**src/hw/neoVideoPkg.sv**
```systemverilog
// Shared widths and types for the colour output stage
// The palette word layout follows the original hardware format
// Latch slots other than shadow and palette bank have no function here

package neoVideoPkg;

	// ==============================
	// Widths
	// ==============================

	// One palette colour word as stored in palette RAM
	localparam int PAL_WORD_W = 16;

	// One output colour channel, RGB888
	localparam int COLOR_W = 8;

	// ==============================
	// Types
	// ==============================

	// Bit 15 dark, bits 14..12 low-order R/G/B,
	// then 4-bit red, green and blue at 11:8, 7:4, 3:0
	typedef logic [PAL_WORD_W-1:0] palWord_t;

	typedef logic [COLOR_W-1:0] colorChan_t;

	// System latch slot, taken from the upper latch address bits
	// Only two slots are kept, the rest fall through
	typedef enum logic [2:0] {
		SHADOW   = 3'd0,
		PAL_BANK = 3'd7
	} latchSel_t;

endpackage

```
**src/hw/colorConvert.sv**
```systemverilog
// Palette word to RGB888 with dark bit and shadow halving
// Colour and vBlank register on pixelEn; hBlank has one extra pixel stage
// Inputs are sampled in the cycle where pixelEn is high

module colorConvert (
	input  logic                     CLK_48M,
	input  logic                     nRESET,
	input  logic                     pixelEn,
	input  neoVideoPkg::palWord_t    palWord,
	input  logic                     shadow,
	input  logic                     hBlankIn,
	input  logic                     vBlankIn,
	output neoVideoPkg::colorChan_t  red,
	output neoVideoPkg::colorChan_t  green,
	output neoVideoPkg::colorChan_t  blue,
	output logic                     hBlank,
	output logic                     vBlank
);

	// 6-bit intensity is field, low-order bit, field MSB
	// Dark subtracts one, underflow clamps to black
	function automatic neoVideoPkg::colorChan_t expandChan(
		input logic [3:0] field,
		input logic       lowBit,
		input logic       dark
	);
		logic [6:0] level;
		level = {1'b0, field, lowBit, field[3]} - {6'd0, dark};
		return level[6] ? '0 : {level[5:0], level[4:3]};
	endfunction

	// Shadow halves the channel
	function automatic neoVideoPkg::colorChan_t shade(
		input neoVideoPkg::colorChan_t chan,
		input logic                    halve
	);
		return halve ? {1'b0, chan[7:1]} : chan;
	endfunction

	neoVideoPkg::colorChan_t red8;
	neoVideoPkg::colorChan_t green8;
	neoVideoPkg::colorChan_t blue8;
	logic hBlankDly;

	assign red8   = expandChan(palWord[11:8], palWord[14], palWord[15]);
	assign green8 = expandChan(palWord[7:4], palWord[13], palWord[15]);
	assign blue8  = expandChan(palWord[3:0], palWord[12], palWord[15]);

	// ==============================
	// Output registers
	// ==============================

	always_ff @(posedge CLK_48M) begin
		if (!nRESET) begin
			red       <= '0;
			green     <= '0;
			blue      <= '0;
			hBlankDly <= 1'b0;
			hBlank    <= 1'b0;
			vBlank    <= 1'b0;
		end else if (pixelEn) begin
			red       <= shade(red8, shadow);
			green     <= shade(green8, shadow);
			blue      <= shade(blue8, shadow);
			// Two pixel stages for horizontal blanking
			hBlankDly <= hBlankIn;
			hBlank    <= hBlankDly;
			vBlank    <= vBlankIn;
		end
	end

endmodule

```
**config.mk**
```make
export PLATFORM = sky130hd
export DESIGN_NAME = colorConvert
export DESIGN_NICKNAME = d
export VERILOG_FILES = /design/src/hw/neoVideoPkg.sv /design/src/hw/colorConvert.sv
export SDC_FILE = /design/constraint.sdc
export NUM_CORES = 1
export LEC_CHECK = 0
export ABC_AREA = 0
export ABC_CLOCK_PERIOD_IN_PS = 1750
export BUFFER_PORTS_ARGS = -buffer_cell sky130_fd_sc_hd__buf_2
export CORE_MARGIN = 5
export CORE_UTILIZATION = 45
export DETAILED_ROUTE_END_ITERATION = 7
export PLACE_DENSITY = 0.75
export RECOVER_POWER = 25
export SYNTH_ARGS = -nofsm -noshare
export SYNTH_HDL_FRONTEND = slang
export SYNTH_SLANG_ARGS = --single-unit
```
**constraint.sdc**
```tcl
create_clock -name CLK_48M -period 1.75 [get_ports CLK_48M]
set_input_delay 0.35 -clock CLK_48M [delete_from_list [all_inputs] [get_ports CLK_48M]]
set_output_delay 0.35 -clock CLK_48M [all_outputs]
set_load 0.005 [all_outputs]
```
==> results of run 1 <==
==> critical path, stage by stage <==
cell and delay [ps]:
sky130_fd_sc_hd__buf_2 100, sky130_fd_sc_hd__inv_1 80, sky130_fd_sc_hd__ha_1 190, sky130_fd_sc_hd__or4b_1 470, sky130_fd_sc_hd__nor2_1 140, sky130_fd_sc_hd__mux2i_1 240
sky130_fd_sc_hd__o221ai_1 130
==> path summary, 6_finish.rpt <==
| check | startpoint | to | cells after the start |
|---|---|---|---|
| setup / recovery | palWord[3] | blue[6] | 7 |
| setup reg to reg | blue[4] | blue[4] | 2 |
| hold / removal | vBlankIn | vBlank | 3 |
| hold reg to reg | green[2] | green[2] | 2 |
==> placed cells by master, fill, tap and decap left out, types with 2 or more instances in the layout <==
master | synthesis | layout
sky130_fd_sc_hd__a21oi_1 | 9 | 9
sky130_fd_sc_hd__a31oi_1 | 3 | 3
sky130_fd_sc_hd__a32o_1 | 3 | 3
sky130_fd_sc_hd__and4_1 | 2 | 2
sky130_fd_sc_hd__buf_2 | 4 | 42
sky130_fd_sc_hd__buf_4 | 3 | 13
sky130_fd_sc_hd__clkbuf_1 | 5 | 5
sky130_fd_sc_hd__clkbuf_4 | 0 | 3
sky130_fd_sc_hd__dfxtp_1 | 24 | 24
sky130_fd_sc_hd__ha_1 | 6 | 6
sky130_fd_sc_hd__inv_1 | 10 | 10
sky130_fd_sc_hd__mux2_2 | 2 | 2
sky130_fd_sc_hd__mux2i_1 | 10 | 10
sky130_fd_sc_hd__nand2_1 | 7 | 7
sky130_fd_sc_hd__nand2b_1 | 6 | 6
sky130_fd_sc_hd__nand3_1 | 4 | 4
sky130_fd_sc_hd__nand3b_1 | 11 | 11
sky130_fd_sc_hd__nor2_1 | 14 | 14
sky130_fd_sc_hd__nor2b_1 | 5 | 5
sky130_fd_sc_hd__nor3b_1 | 6 | 6
sky130_fd_sc_hd__o21a_1 | 2 | 2
sky130_fd_sc_hd__o21ai_0 | 7 | 7
sky130_fd_sc_hd__o221ai_1 | 5 | 5
sky130_fd_sc_hd__o22ai_1 | 2 | 2
sky130_fd_sc_hd__o41ai_1 | 2 | 2
sky130_fd_sc_hd__xor2_1 | 5 | 5
==> per-stage QoR <==
stage | instance area, um2 | std cells
floorplan | 1440 | 169
global placement | 1770 | 262
detailed placement | 1770 | 262
CTS | 1830 | 266
global route | 1820 | 266
finish | 1820 | 266
==> cells in the mapped netlist (2+ instances only) <==
master,n
sky130_fd_sc_hd__a21oi_1,9
sky130_fd_sc_hd__xor2_1,5
sky130_fd_sc_hd__ha_1,6
sky130_fd_sc_hd__mux2i_1,10
sky130_fd_sc_hd__clkbuf_1,5
sky130_fd_sc_hd__nand3b_1,11
sky130_fd_sc_hd__o21ai_0,7
sky130_fd_sc_hd__buf_2,4
sky130_fd_sc_hd__nor2_1,14
sky130_fd_sc_hd__nand2_1,7
sky130_fd_sc_hd__nand3_1,4
sky130_fd_sc_hd__inv_1,10
sky130_fd_sc_hd__buf_4,3
sky130_fd_sc_hd__mux2_2,2
sky130_fd_sc_hd__nand2b_1,6
sky130_fd_sc_hd__o22ai_1,2
sky130_fd_sc_hd__and4_1,2
sky130_fd_sc_hd__dfxtp_1,24
sky130_fd_sc_hd__nor2b_1,5
sky130_fd_sc_hd__a32o_1,3
sky130_fd_sc_hd__o41ai_1,2
sky130_fd_sc_hd__o21a_1,2
sky130_fd_sc_hd__o221ai_1,5
sky130_fd_sc_hd__a31oi_1,3
sky130_fd_sc_hd__nor3b_1,6
==> logic make-up after synthesis <==
family,count (synthesis),synth area share
AO/OA/AOI/OAI,38,0.181
XOR/XNOR,5,0.0304
adder cells (fa/ha/maj),6,0.0521
buffers and inverters,23,0.0712
flip-flops,24,0.334
multiplexers,12,0.0851
AND/OR/NAND/NOR,61,0.247
==> flip-flops by register name, indices dropped and copies added (netlist names) <==
signal and cells:
blue 7, green 7, hBlank 1, hBlankDly 1
red 7, vBlank 1
==> report_power, final <==
| group | internal [mW] | switching, mW |
|---|---|---|
| clock network | 0.232 | 0.172 |
| registers | 0.584 | 0.0196 |
| logic | 0.134 | 0.143 |
| total | 0.949 | 0.335 |
==> layout make-up <==
cell class / instances / area, um2
Fill cell: 321 / 1230
Multi-Input combinational cell: 122 / 857
Sequential cell: 24 / 480
Timing Repair Buffer: 61 / 332
Tap cell: 44 / 55.1
Inverter: 11 / 41.3
Clock inverter: 1 / 30.0
Clock buffer: 3 / 22.5
==> metal layers <==
metal | track usage | vias up | wire, um
met4 | 0.0635 | 0 | 68
met3 | 0.0304 | 7 | 185
met2 | 0.280 | 37 | 1710
met1 | 0.223 | 652 | 1620
met5 | 0 | - | 0
li1 | - | 721 | -
==> out/results.md, run 1 <==
Final layout
* fraction of layout cells with a size suffix above 1: 0.288
* signed area change from the synthesized netlist to the final layout: 26.2%
* core occupancy in the finished layout: 0.595
* net count reported at finish: 251
* count of inserted antenna diode cells: 0

Synthesis
* ys flop type: sky130_fd_sc_hd__dfxtp_1
* cell type with the highest aggregate area in the netlist: sky130_fd_sc_hd__dfxtp_1
* sequential fraction of the synthesis area: 0.334
* count of flip-flops with a built-in enable after synthesis: 0
* Post-Syn Instances: 169
* leading cell types by total area after synthesis: sky130_fd_sc_hd__dfxtp_1 33%, sky130_fd_sc_hd__mux2i_1 7.0%, sky130_fd_sc_hd__nand3b_1 5.7%, sky130_fd_sc_hd__ha_1 5.2%, sky130_fd_sc_hd__nor2_1 3.6%
* mean cell area of the mapped netlist: 8.52 um2
* share of the synthesized area in the top cell type: 0.334
* post-synthesis register bit count: 24
* Post-Syn Area: 1440 um2
* Yosys warning total: 0
* syn nets: 197
* library cells used by synthesis: 37
* Post-synth ARST share: 0

STA
* RSZ-0062 raised after global routing: no
* final worst-path setup slack: 246 ps
* Pins Over Slew Limit: 0
* post-route minimum period: 1500 ps
* final hold slack: 259 ps
* fraction of the cycle the final worst path needs: 0.860
* number of hold violations in the final report: 0
* worst clock skew: 0.237 ps
* upper clock frequency limit: 0.665 GHz
* Total Negative Setup Slacks: 0 ps
* total setup violations reported at the end of the flow: 0
* relative slew slack: 0.604
* transition time at the pin with the least slew margin: 594 ps

Die
* die width: 66.6 um
* die area: 4430 um2
* I/O Pins: 48
* core region area: 3050 um2
* Initial Util: 0.472
* number of standard-cell rows in the floorplan: 20
* overall die height: 66.6 um

Route
* DRC marker count from the first detailed-route iteration: 104
* vias per std cell: 5.33
* routed len/inst: 13.5 um
* final routed wirelength across all metal layers: 3.58 mm
* number of optimization iterations in the first detailed-route pass: 4
* remaining number of nets flagged by the antenna check after routing: 0
* number of DRC violations after detailed routing: 0
* routed vias: 1,417

Placed design
* global placement routability congestion: 0.965
* number of I/O port buffers: 47
* DP Worst Slack: -97.7 ps
* estimated wirelength of the detail-placed design: 2.71 mm

Outcome
* outcome: finished clean

Run
* max-cap viol count: 0

Min path
* path type of the worst min-delay path: in2reg

Clock network
* CTS Buf Count: 3
* clock latency reported for the late side of the worst-skew pair: 320 ps
* Post-CTS Setup Repair Bufs: 0
* number of sinks driven by the clock tree: 24
* number of levels in the clock H-tree: 1
* number of buffers inserted for hold repair after clock tree synthesis: 0
* clock tree root driver cell: sky130_fd_sc_hd__clkbuf_4
* clock edge transition at the registers on the reported setup and hold paths: 130 ps
* number of gates resized after CTS: 0
* clock tree buffer depth: 2
* clock tree from TritonCTS: yes

Power
* static leakage power: 0.838 nW
* power consumption: 1.28 mW
* total power per unit cell area: 706 nW/um2
* highest ir drop seen on vdd: 0.000330 V

Worst setup path
* element type at the critical path start: primary input
* FF-to-FF setup slack: 940 ps
* Crit Path Category: in2reg
* largest fanout of any net on the critical path: 3
* CP Data Arrival Time: 1700 ps
* Critical Path Sink Type: flop
* required time of the critical path: 1950 ps

Global route
* number of global-route vias before repair: 1,298
* number of antenna violations at the first check in global routing: 0
* global route overflow: 0
* largest net degree at the start of global routing: 35
* global router's overall resource usage: 0.171
* wire length of the first global-routing pass: 5.85 mm

No activity file was read; power rests on OpenSTA's default activity.
==> run 2: changes to the inputs <==
BUFFER_PORTS_ARGS = unset   (was -buffer_cell sky130_fd_sc_hd__buf_2)
CORE_UTILIZATION = 35   (was 45)
DONT_BUFFER_PORTS = 1   (was unset)
PLACE_DENSITY = 0.48   (was 0.75)
==> run 2 against run 1 <==
Net effect:
- critical path depth unchanged
- non-clock buffer count down 56
- wire length up 3.2%
- setup slack better by 29 ps
- sequential power up 2%
- final area down 16%
- total power down 14%
- register-to-register slack better by 20 ps
==> out/results.md, run 2 (synthesis results as in run 1) <==
Final layout
* fraction of layout cells with a size suffix above 1: 0.0727, -0.216
* multi-input logic area: 857 um2, unchanged
* net count reported at finish: 195, -22%
* most common cell after layout, fill and taps aside: sky130_fd_sc_hd__dfxtp_1
* Fillers: 395, +23%
* commonest non-fill, non-tap cells in the layout: 24 x sky130_fd_sc_hd__dfxtp_1, 14 x sky130_fd_sc_hd__nor2_1, 11 x sky130_fd_sc_hd__nand3b_1, 10 x sky130_fd_sc_hd__inv_1, 10 x sky130_fd_sc_hd__mux2i_1
* area of all sequential standard cells: 480 um2, unchanged
* count of inserted antenna diode cells: 0, unchanged
* core occupancy in the finished layout: 0.380, -0.215
* signed area change from the synthesized netlist to the final layout: 5.56%
* top flop regs: blue x7, green x7, red x7

Outcome
* outcome: finished clean

Die
* number of standard-cell rows in the floorplan: 23, +15%
* die width: 74.1 um, +11%
* die area: 5500 um2, +24%
* I/O Pins: 48, unchanged
* overall die height: 74.1 um, +11%
* Initial Util: 0.360, -0.112
* core region area: 4000 um2, +31%

Route
* number of optimization iterations in the first detailed-route pass: 4, unchanged
* vias per std cell: 5.59, +4.9%
* routed len/inst: 17.2 um, +28%
* remaining number of nets flagged by the antenna check after routing: 0, unchanged
* final routed wirelength across all metal layers: 3.70 mm, +3.2%
* number of DRC violations after detailed routing: 0, unchanged
* routed vias: 1,201, -15%
* DRC marker count from the first detailed-route iteration: 62, -40%

Clock network
* clock edge transition at the registers on the reported setup and hold paths: 80 ps, -50 ps
* number of sinks driven by the clock tree: 24, unchanged
* Post-CTS Setup Repair Bufs: 0, unchanged
* clock latency reported for the late side of the worst-skew pair: 260 ps, -60 ps
* clock tree from TritonCTS: yes
* number of levels in the clock H-tree: 1, unchanged
* number of buffers inserted for hold repair after clock tree synthesis: 0, unchanged
* CTS Buf Count: 3, unchanged
* number of gates resized after CTS: 0, unchanged
* clock tree root driver cell: sky130_fd_sc_hd__clkbuf_8
* clock tree buffer depth: 2, unchanged

Placed design
* global placement routability congestion: 0.943, -2.3%
* estimated wirelength of the detail-placed design: 2.88 mm, +6.1%
* number of I/O port buffers: 0, -100%

Power
* proportion of total power due to net switching: 0.252, -0.00871
* power consumption: 1.10 mW, -14%
* part of the total power dissipated in sequential elements: 0.560, +0.090
* clock network fraction of total power: 0.292, -0.022
* cell-internal power: 822 uW, -13%
* total power per unit cell area: 723 nW/um2, +2.4%
* share of power burned in combinational logic: 0.149, -0.067
* Net Sw Power: 277 uW, -17%
* highest ir drop seen on vdd: 0.000485 V, +47%
* static leakage power: 0.593 nW, -29%

Min path
* path type of the worst min-delay path: in2reg

STA
* fraction of the cycle the final worst path needs: 0.843, -0.0166
* number of hold violations in the final report: 0, unchanged
* post-route minimum period: 1480 ps, -29.0 ps
* RSZ-0062 raised after global routing: no
* Total Negative Setup Slacks: 0 ps, unchanged
* relative slew slack: 0.702, +0.0988
* upper clock frequency limit: 0.678 GHz, +2.0%
* worst clock skew: 0.0210 ps, -0.216 ps
* total setup violations reported at the end of the flow: 0, unchanged
* final hold slack: 186 ps, -72.6 ps
* transition time at the pin with the least slew margin: 445 ps, -149 ps
* Pins Over Slew Limit: 0, unchanged

Worst setup path
* CP Data Arrival Time: 1630 ps, -70 ps
* required time of the critical path: 1900 ps, -50 ps
* Crit Path Category: in2reg
* Critical Path Sink Type: flop
* element type at the critical path start: primary input
* largest fanout of any net on the critical path: 4, +1

Global route
* largest net degree at the start of global routing: 36, +2.9%
* global router's overall resource usage: 0.137, -0.0339
* wire length of the first global-routing pass: 5.91 mm, +0.94%
* number of antenna violations at the first check in global routing: 0, unchanged
* global route overflow: 0, unchanged
* number of global-route vias before repair: 1,243, -4.2%

Run
* max-cap viol count: 0, unchanged

==> run 2: stage by stage <==
| stage | worst slack [ps] | instances | instance area, um2 |
|---|---|---|---|
| 2_1_floorplan | 44.8 | 169 | 1440 |
| 3_3_place_gp | 8.13 | 212 | 1480 |
| 3_5_place_dp | 13.0 | 212 | 1480 |
| 4_1_cts | 284 | 215 | 1520 |
| 5_1_grt | 139 | 215 | 1520 |
| 6_report | 275 | 215 | 1520 |
==> run 2: power groups by stage <==
stage	clock network, mW	registers, mW	logic, mW
after floorplan	0	0.618	0.160
after global placement	0	0.630	0.160
after detailed placement	0	0.630	0.164
after CTS	0.341	0.618	0.165
after global routing	0.356	0.621	0.186
final	0.321	0.615	0.164
==> run 2: worst paths after layout <==
check | start | to | slack [ps] | depth (start not counted)
max reg2reg | blue[4] | blue[4] | 960 | 2
min reg2reg | blue[2] | blue[2] | 490 | 2
max | palWord[11] | red[1] | 270 | 7
min | pixelEn | red[1] | 190 | 1
==> run 2: final cells by class <==
cell class	count	area share
well taps	50	0.0412
repair buffers	5	0.0247
flip-flops and latches	24	0.316
inverters	11	0.0272
clock buffers	3	0.0272
multi-input cells	122	0.564
==> run 2: critical path, cell delays in order <==
cell                        delay, ps
sky130_fd_sc_hd__inv_1             80
sky130_fd_sc_hd__ha_1             170
sky130_fd_sc_hd__ha_1             160
sky130_fd_sc_hd__nor3b_1          230
sky130_fd_sc_hd__mux2i_1          350
sky130_fd_sc_hd__a2bb2oi_1        200
sky130_fd_sc_hd__a21oi_1           80
==> run 2: metal layers <==
layer	global-route usage	wire length [um]	up-vias	share of wire
met5	0	0	-	0
met4	0.0322	29	0	0.0078
met3	0.0649	312	4	0.084
met2	0.233	1790	35	0.48
met1	0.156	1570	557	0.42
li1	-	-	605	-
==> run 3: changes to the inputs <==
ABC_AREA = 1   (was 0)
ABC_CLOCK_PERIOD_IN_PS = 1500   (was 1750)
PLACE_DENSITY = 0.46   (was 0.48)
clock period = 1.5 ns   (was 1.75 ns; I/O delays follow)
==> run 3 against run 2 <==
Net effect:
- final area up 7.7%
- sequential share of layout area down 2.2 points
- area after synthesis up 6.3%
- synthesized cell count up 48%
- clock power up 43%
- global-route usage up 0.12 points
- clock skew up 3.2 ps
- cell count up 41%
- critical path depth up 3
- count of clock-buffer cells in the layout up 1
- combinational power up 43%
- critical endpoint is now blue[3]
==> out/results.md, run 3 <==
Clock network
* number of gates resized after CTS: 0, unchanged
* CTS Buf Count: 3, unchanged
* clock tree from TritonCTS: yes
* number of sinks driven by the clock tree: 24, unchanged
* clock tree buffer depth: 2, unchanged
* Post-CTS Setup Repair Bufs: 0, unchanged
* clock tree root driver cell: sky130_fd_sc_hd__clkbuf_8
* clock edge transition at the registers on the reported setup and hold paths: 90 ps, about the same
* number of levels in the clock H-tree: 1, unchanged
* clock latency reported for the late side of the worst-skew pair: 270 ps, about the same
* number of buffers inserted for hold repair after clock tree synthesis: 0, unchanged

Final layout
* most common cell after layout, fill and taps aside: sky130_fd_sc_hd__nand2_1
* signed area change from the synthesized netlist to the final layout: 6.86%
* fraction of layout cells with a size suffix above 1: 0.0675, -0.00527
* multi-input logic area: 830 um2, -3.2%
* top flop regs: blue x7, green x7, red x7
* core occupancy in the finished layout: 0.381, +0.00107
* Fillers: 489, +24%
* net count reported at finish: 281, +44%
* commonest non-fill, non-tap cells in the layout: 75 x sky130_fd_sc_hd__nand2_1, 37 x sky130_fd_sc_hd__inv_1, 32 x sky130_fd_sc_hd__nand3_1, 29 x sky130_fd_sc_hd__nor2_1, 24 x sky130_fd_sc_hd__dfxtp_1
* area of all sequential standard cells: 480 um2, unchanged
* count of inserted antenna diode cells: 0, unchanged
* Final Non-Filler Cells: 304, +41%

Worst setup path
* element type at the critical path start: primary input
* CP Data Arrival Time: 1380 ps, -250 ps
* worst setup path start: palWord[3]
* worst r2r src: blue[5]
* required time of the critical path: 1680 ps, -220 ps
* Critical Path Sink Type: flop
* largest fanout of any net on the critical path: 8, +4
* Crit Path Category: in2reg

Min path
* path type of the worst min-delay path: in2reg
* hold path startpoint: nRESET

Route
* vias per std cell: 4.86, -13%
* routed len/inst: 12.9 um, -25%
* remaining number of nets flagged by the antenna check after routing: 0, unchanged
* final routed wirelength across all metal layers: 3.91 mm, +5.9%
* routed vias: 1,476, +23%
* number of DRC violations after detailed routing: 0, unchanged
* DRC marker count from the first detailed-route iteration: 50, -19%
* number of optimization iterations in the first detailed-route pass: 4, unchanged

Power
* highest ir drop seen on vdd: 0.000629 V, +30%
* share of power burned in combinational logic: 0.167, +0.018
* Net Sw Power: 401 uW, +45%
* clock network fraction of total power: 0.325, +0.033
* cell-internal power: 1.01 mW, +22%
* static leakage power: 0.888 nW, +50%
* proportion of total power due to net switching: 0.285, +0.0329
* total power per unit cell area: 860 nW/um2, +19%
* part of the total power dissipated in sequential elements: 0.508, -0.052

STA
* worst clock skew: 3.23 ps, +3.21 ps
* number of hold violations in the final report: 0, unchanged
* post-route minimum period: 1200 ps
* RSZ-0062 raised after global routing: no
* upper clock frequency limit: 0.833 GHz
* relative slew slack: 0.771, +0.0681
* transition time at the pin with the least slew margin: 344 ps, -102 ps
* Pins Over Slew Limit: 0, unchanged
* Total Negative Setup Slacks: 0 ps, unchanged
* fraction of the cycle the final worst path needs: 0.801
* total setup violations reported at the end of the flow: 0, unchanged

Placed design
* estimated wirelength of the detail-placed design: 3.01 mm, +4.6%
* number of I/O port buffers: 0, unchanged
* global placement routability congestion: 0.792, -16%
* number of placed instances, taps included: 300, +42%

Die
* number of standard-cell rows in the floorplan: 24, +4.3%
* I/O Pins: 48, unchanged
* overall die height: 76.2 um, +2.7%
* die area: 5800 um2, +5.5%
* Initial Util: 0.357, -0.00338
* die width: 76.2 um, +2.7%
* core region area: 4290 um2, +7.4%

Synthesis
* mean cell area of the mapped netlist: 6.13 um2, -28%
* Post-synth ARST share: 0, unchanged
* sequential fraction of the synthesis area: 0.314, -0.0199
* syn nets: 278, +41%
* share of the synthesized area in the top cell type: 0.314, -0.0199
* ys flop type: sky130_fd_sc_hd__dfxtp_1
* cell type with the highest aggregate area in the netlist: sky130_fd_sc_hd__dfxtp_1
* library cells used by synthesis: 22, -41%
* most instantiated cells after synthesis: 75 x sky130_fd_sc_hd__nand2_1, 37 x sky130_fd_sc_hd__inv_1, 32 x sky130_fd_sc_hd__nand3_1
* post-synthesis register bit count: 24, unchanged
* Post-Syn Area: 1530 um2, +6.3%
* dominant cell by count in the synthesized netlist: sky130_fd_sc_hd__nand2_1
* count of flip-flops with a built-in enable after synthesis: 0, unchanged
* leading cell types by total area after synthesis: sky130_fd_sc_hd__dfxtp_1 31%, sky130_fd_sc_hd__nand2_1 18%, sky130_fd_sc_hd__nand3_1 10%, sky130_fd_sc_hd__inv_1 9.1%, sky130_fd_sc_hd__nor2_1 7.1%
* Post-Syn Instances: 250, +48%
* Yosys warning total: 0, unchanged

Run
* max-cap viol count: 0, unchanged

Global route
* number of antenna violations at the first check in global routing: 0, unchanged
* global router's overall resource usage: 0.138, +0.00115
* number of global-route vias before repair: 1,463, +18%
* largest net degree at the start of global routing: 19, -47%
* global route overflow: 0, unchanged
* wire length of the first global-routing pass: 6.81 mm, +15%

Outcome
* outcome: finished clean

==> run 3: stage by stage <==
step | worst slack, ps | hold slack, ps | power [mW] | area [um2]
2_1_floorplan | 79.9 | 435 | 0.924 | 1530
3_3_place_gp | 10.4 | 404 | 0.973 | 1580
3_5_place_dp | 14.7 | 406 | 0.970 | 1580
4_1_cts | 305 | 120 | 1.43 | 1640
5_1_grt | 162 | 124 | 1.50 | 1640
6_report | 299 | 125 | 1.41 | 1640
==> run 3: power groups by stage <==
stage,registers [mW],clock network [mW],logic (mW)
5_1_grt,0.721,0.497,0.281
6_report,0.715,0.458,0.235
4_1_cts,0.717,0.471,0.239
2_1_floorplan,0.720,0,0.204
3_3_place_gp,0.732,0,0.241
3_5_place_dp,0.732,0,0.238
==> run 3: layer usage <==
metal / vias up / part of all wire / GRT usage
met2: 40 / 0.46 / 0.225
met3: 4 / 0.073 / 0.0508
met5: - / 0 / 0
li1: 779 / - / -
met1: 653 / 0.46 / 0.176
met4: 0 / 0.0087 / 0.0245
==> run 3: kinds of logic after synthesis <==
logic type / after synthesis / synth area share
AO/OA/AOI/OAI: 22 / 0.0743
XOR/XNOR: 2 / 0.0114
adder cells (fa/ha/maj): 6 / 0.0490
buffers and inverters: 51 / 0.145
flip-flops: 24 / 0.314
AND/OR/NAND/NOR: 145 / 0.407
==> run 3: path summary, 6_finish.rpt <==
check	cells past startpoint	end	slack (ps)
hold / removal	2	red[5]	120
setup / recovery	10	blue[3]	300
setup reg to reg	3	blue[5]	700
hold reg to reg	2	blue[7]	490
==> run 3: layout make-up <==
cell class	count	area share
multi-input combinational	175	0.507
clock buffer	4	0.0336
sequential	24	0.294
tap	52	0.0398
timing repair buffer	6	0.0275
inverter	43	0.0986
==> run 3: critical path, cell delays in order <==
cell and delay, ps:
sky130_fd_sc_hd__inv_1 60, sky130_fd_sc_hd__ha_1 170, sky130_fd_sc_hd__ha_1 170, sky130_fd_sc_hd__inv_1 50, sky130_fd_sc_hd__nor2_1 150, sky130_fd_sc_hd__nand3_2 180, sky130_fd_sc_hd__nand3_1 110, sky130_fd_sc_hd__nand3_1 70
sky130_fd_sc_hd__nand2_1 60, sky130_fd_sc_hd__inv_1 30
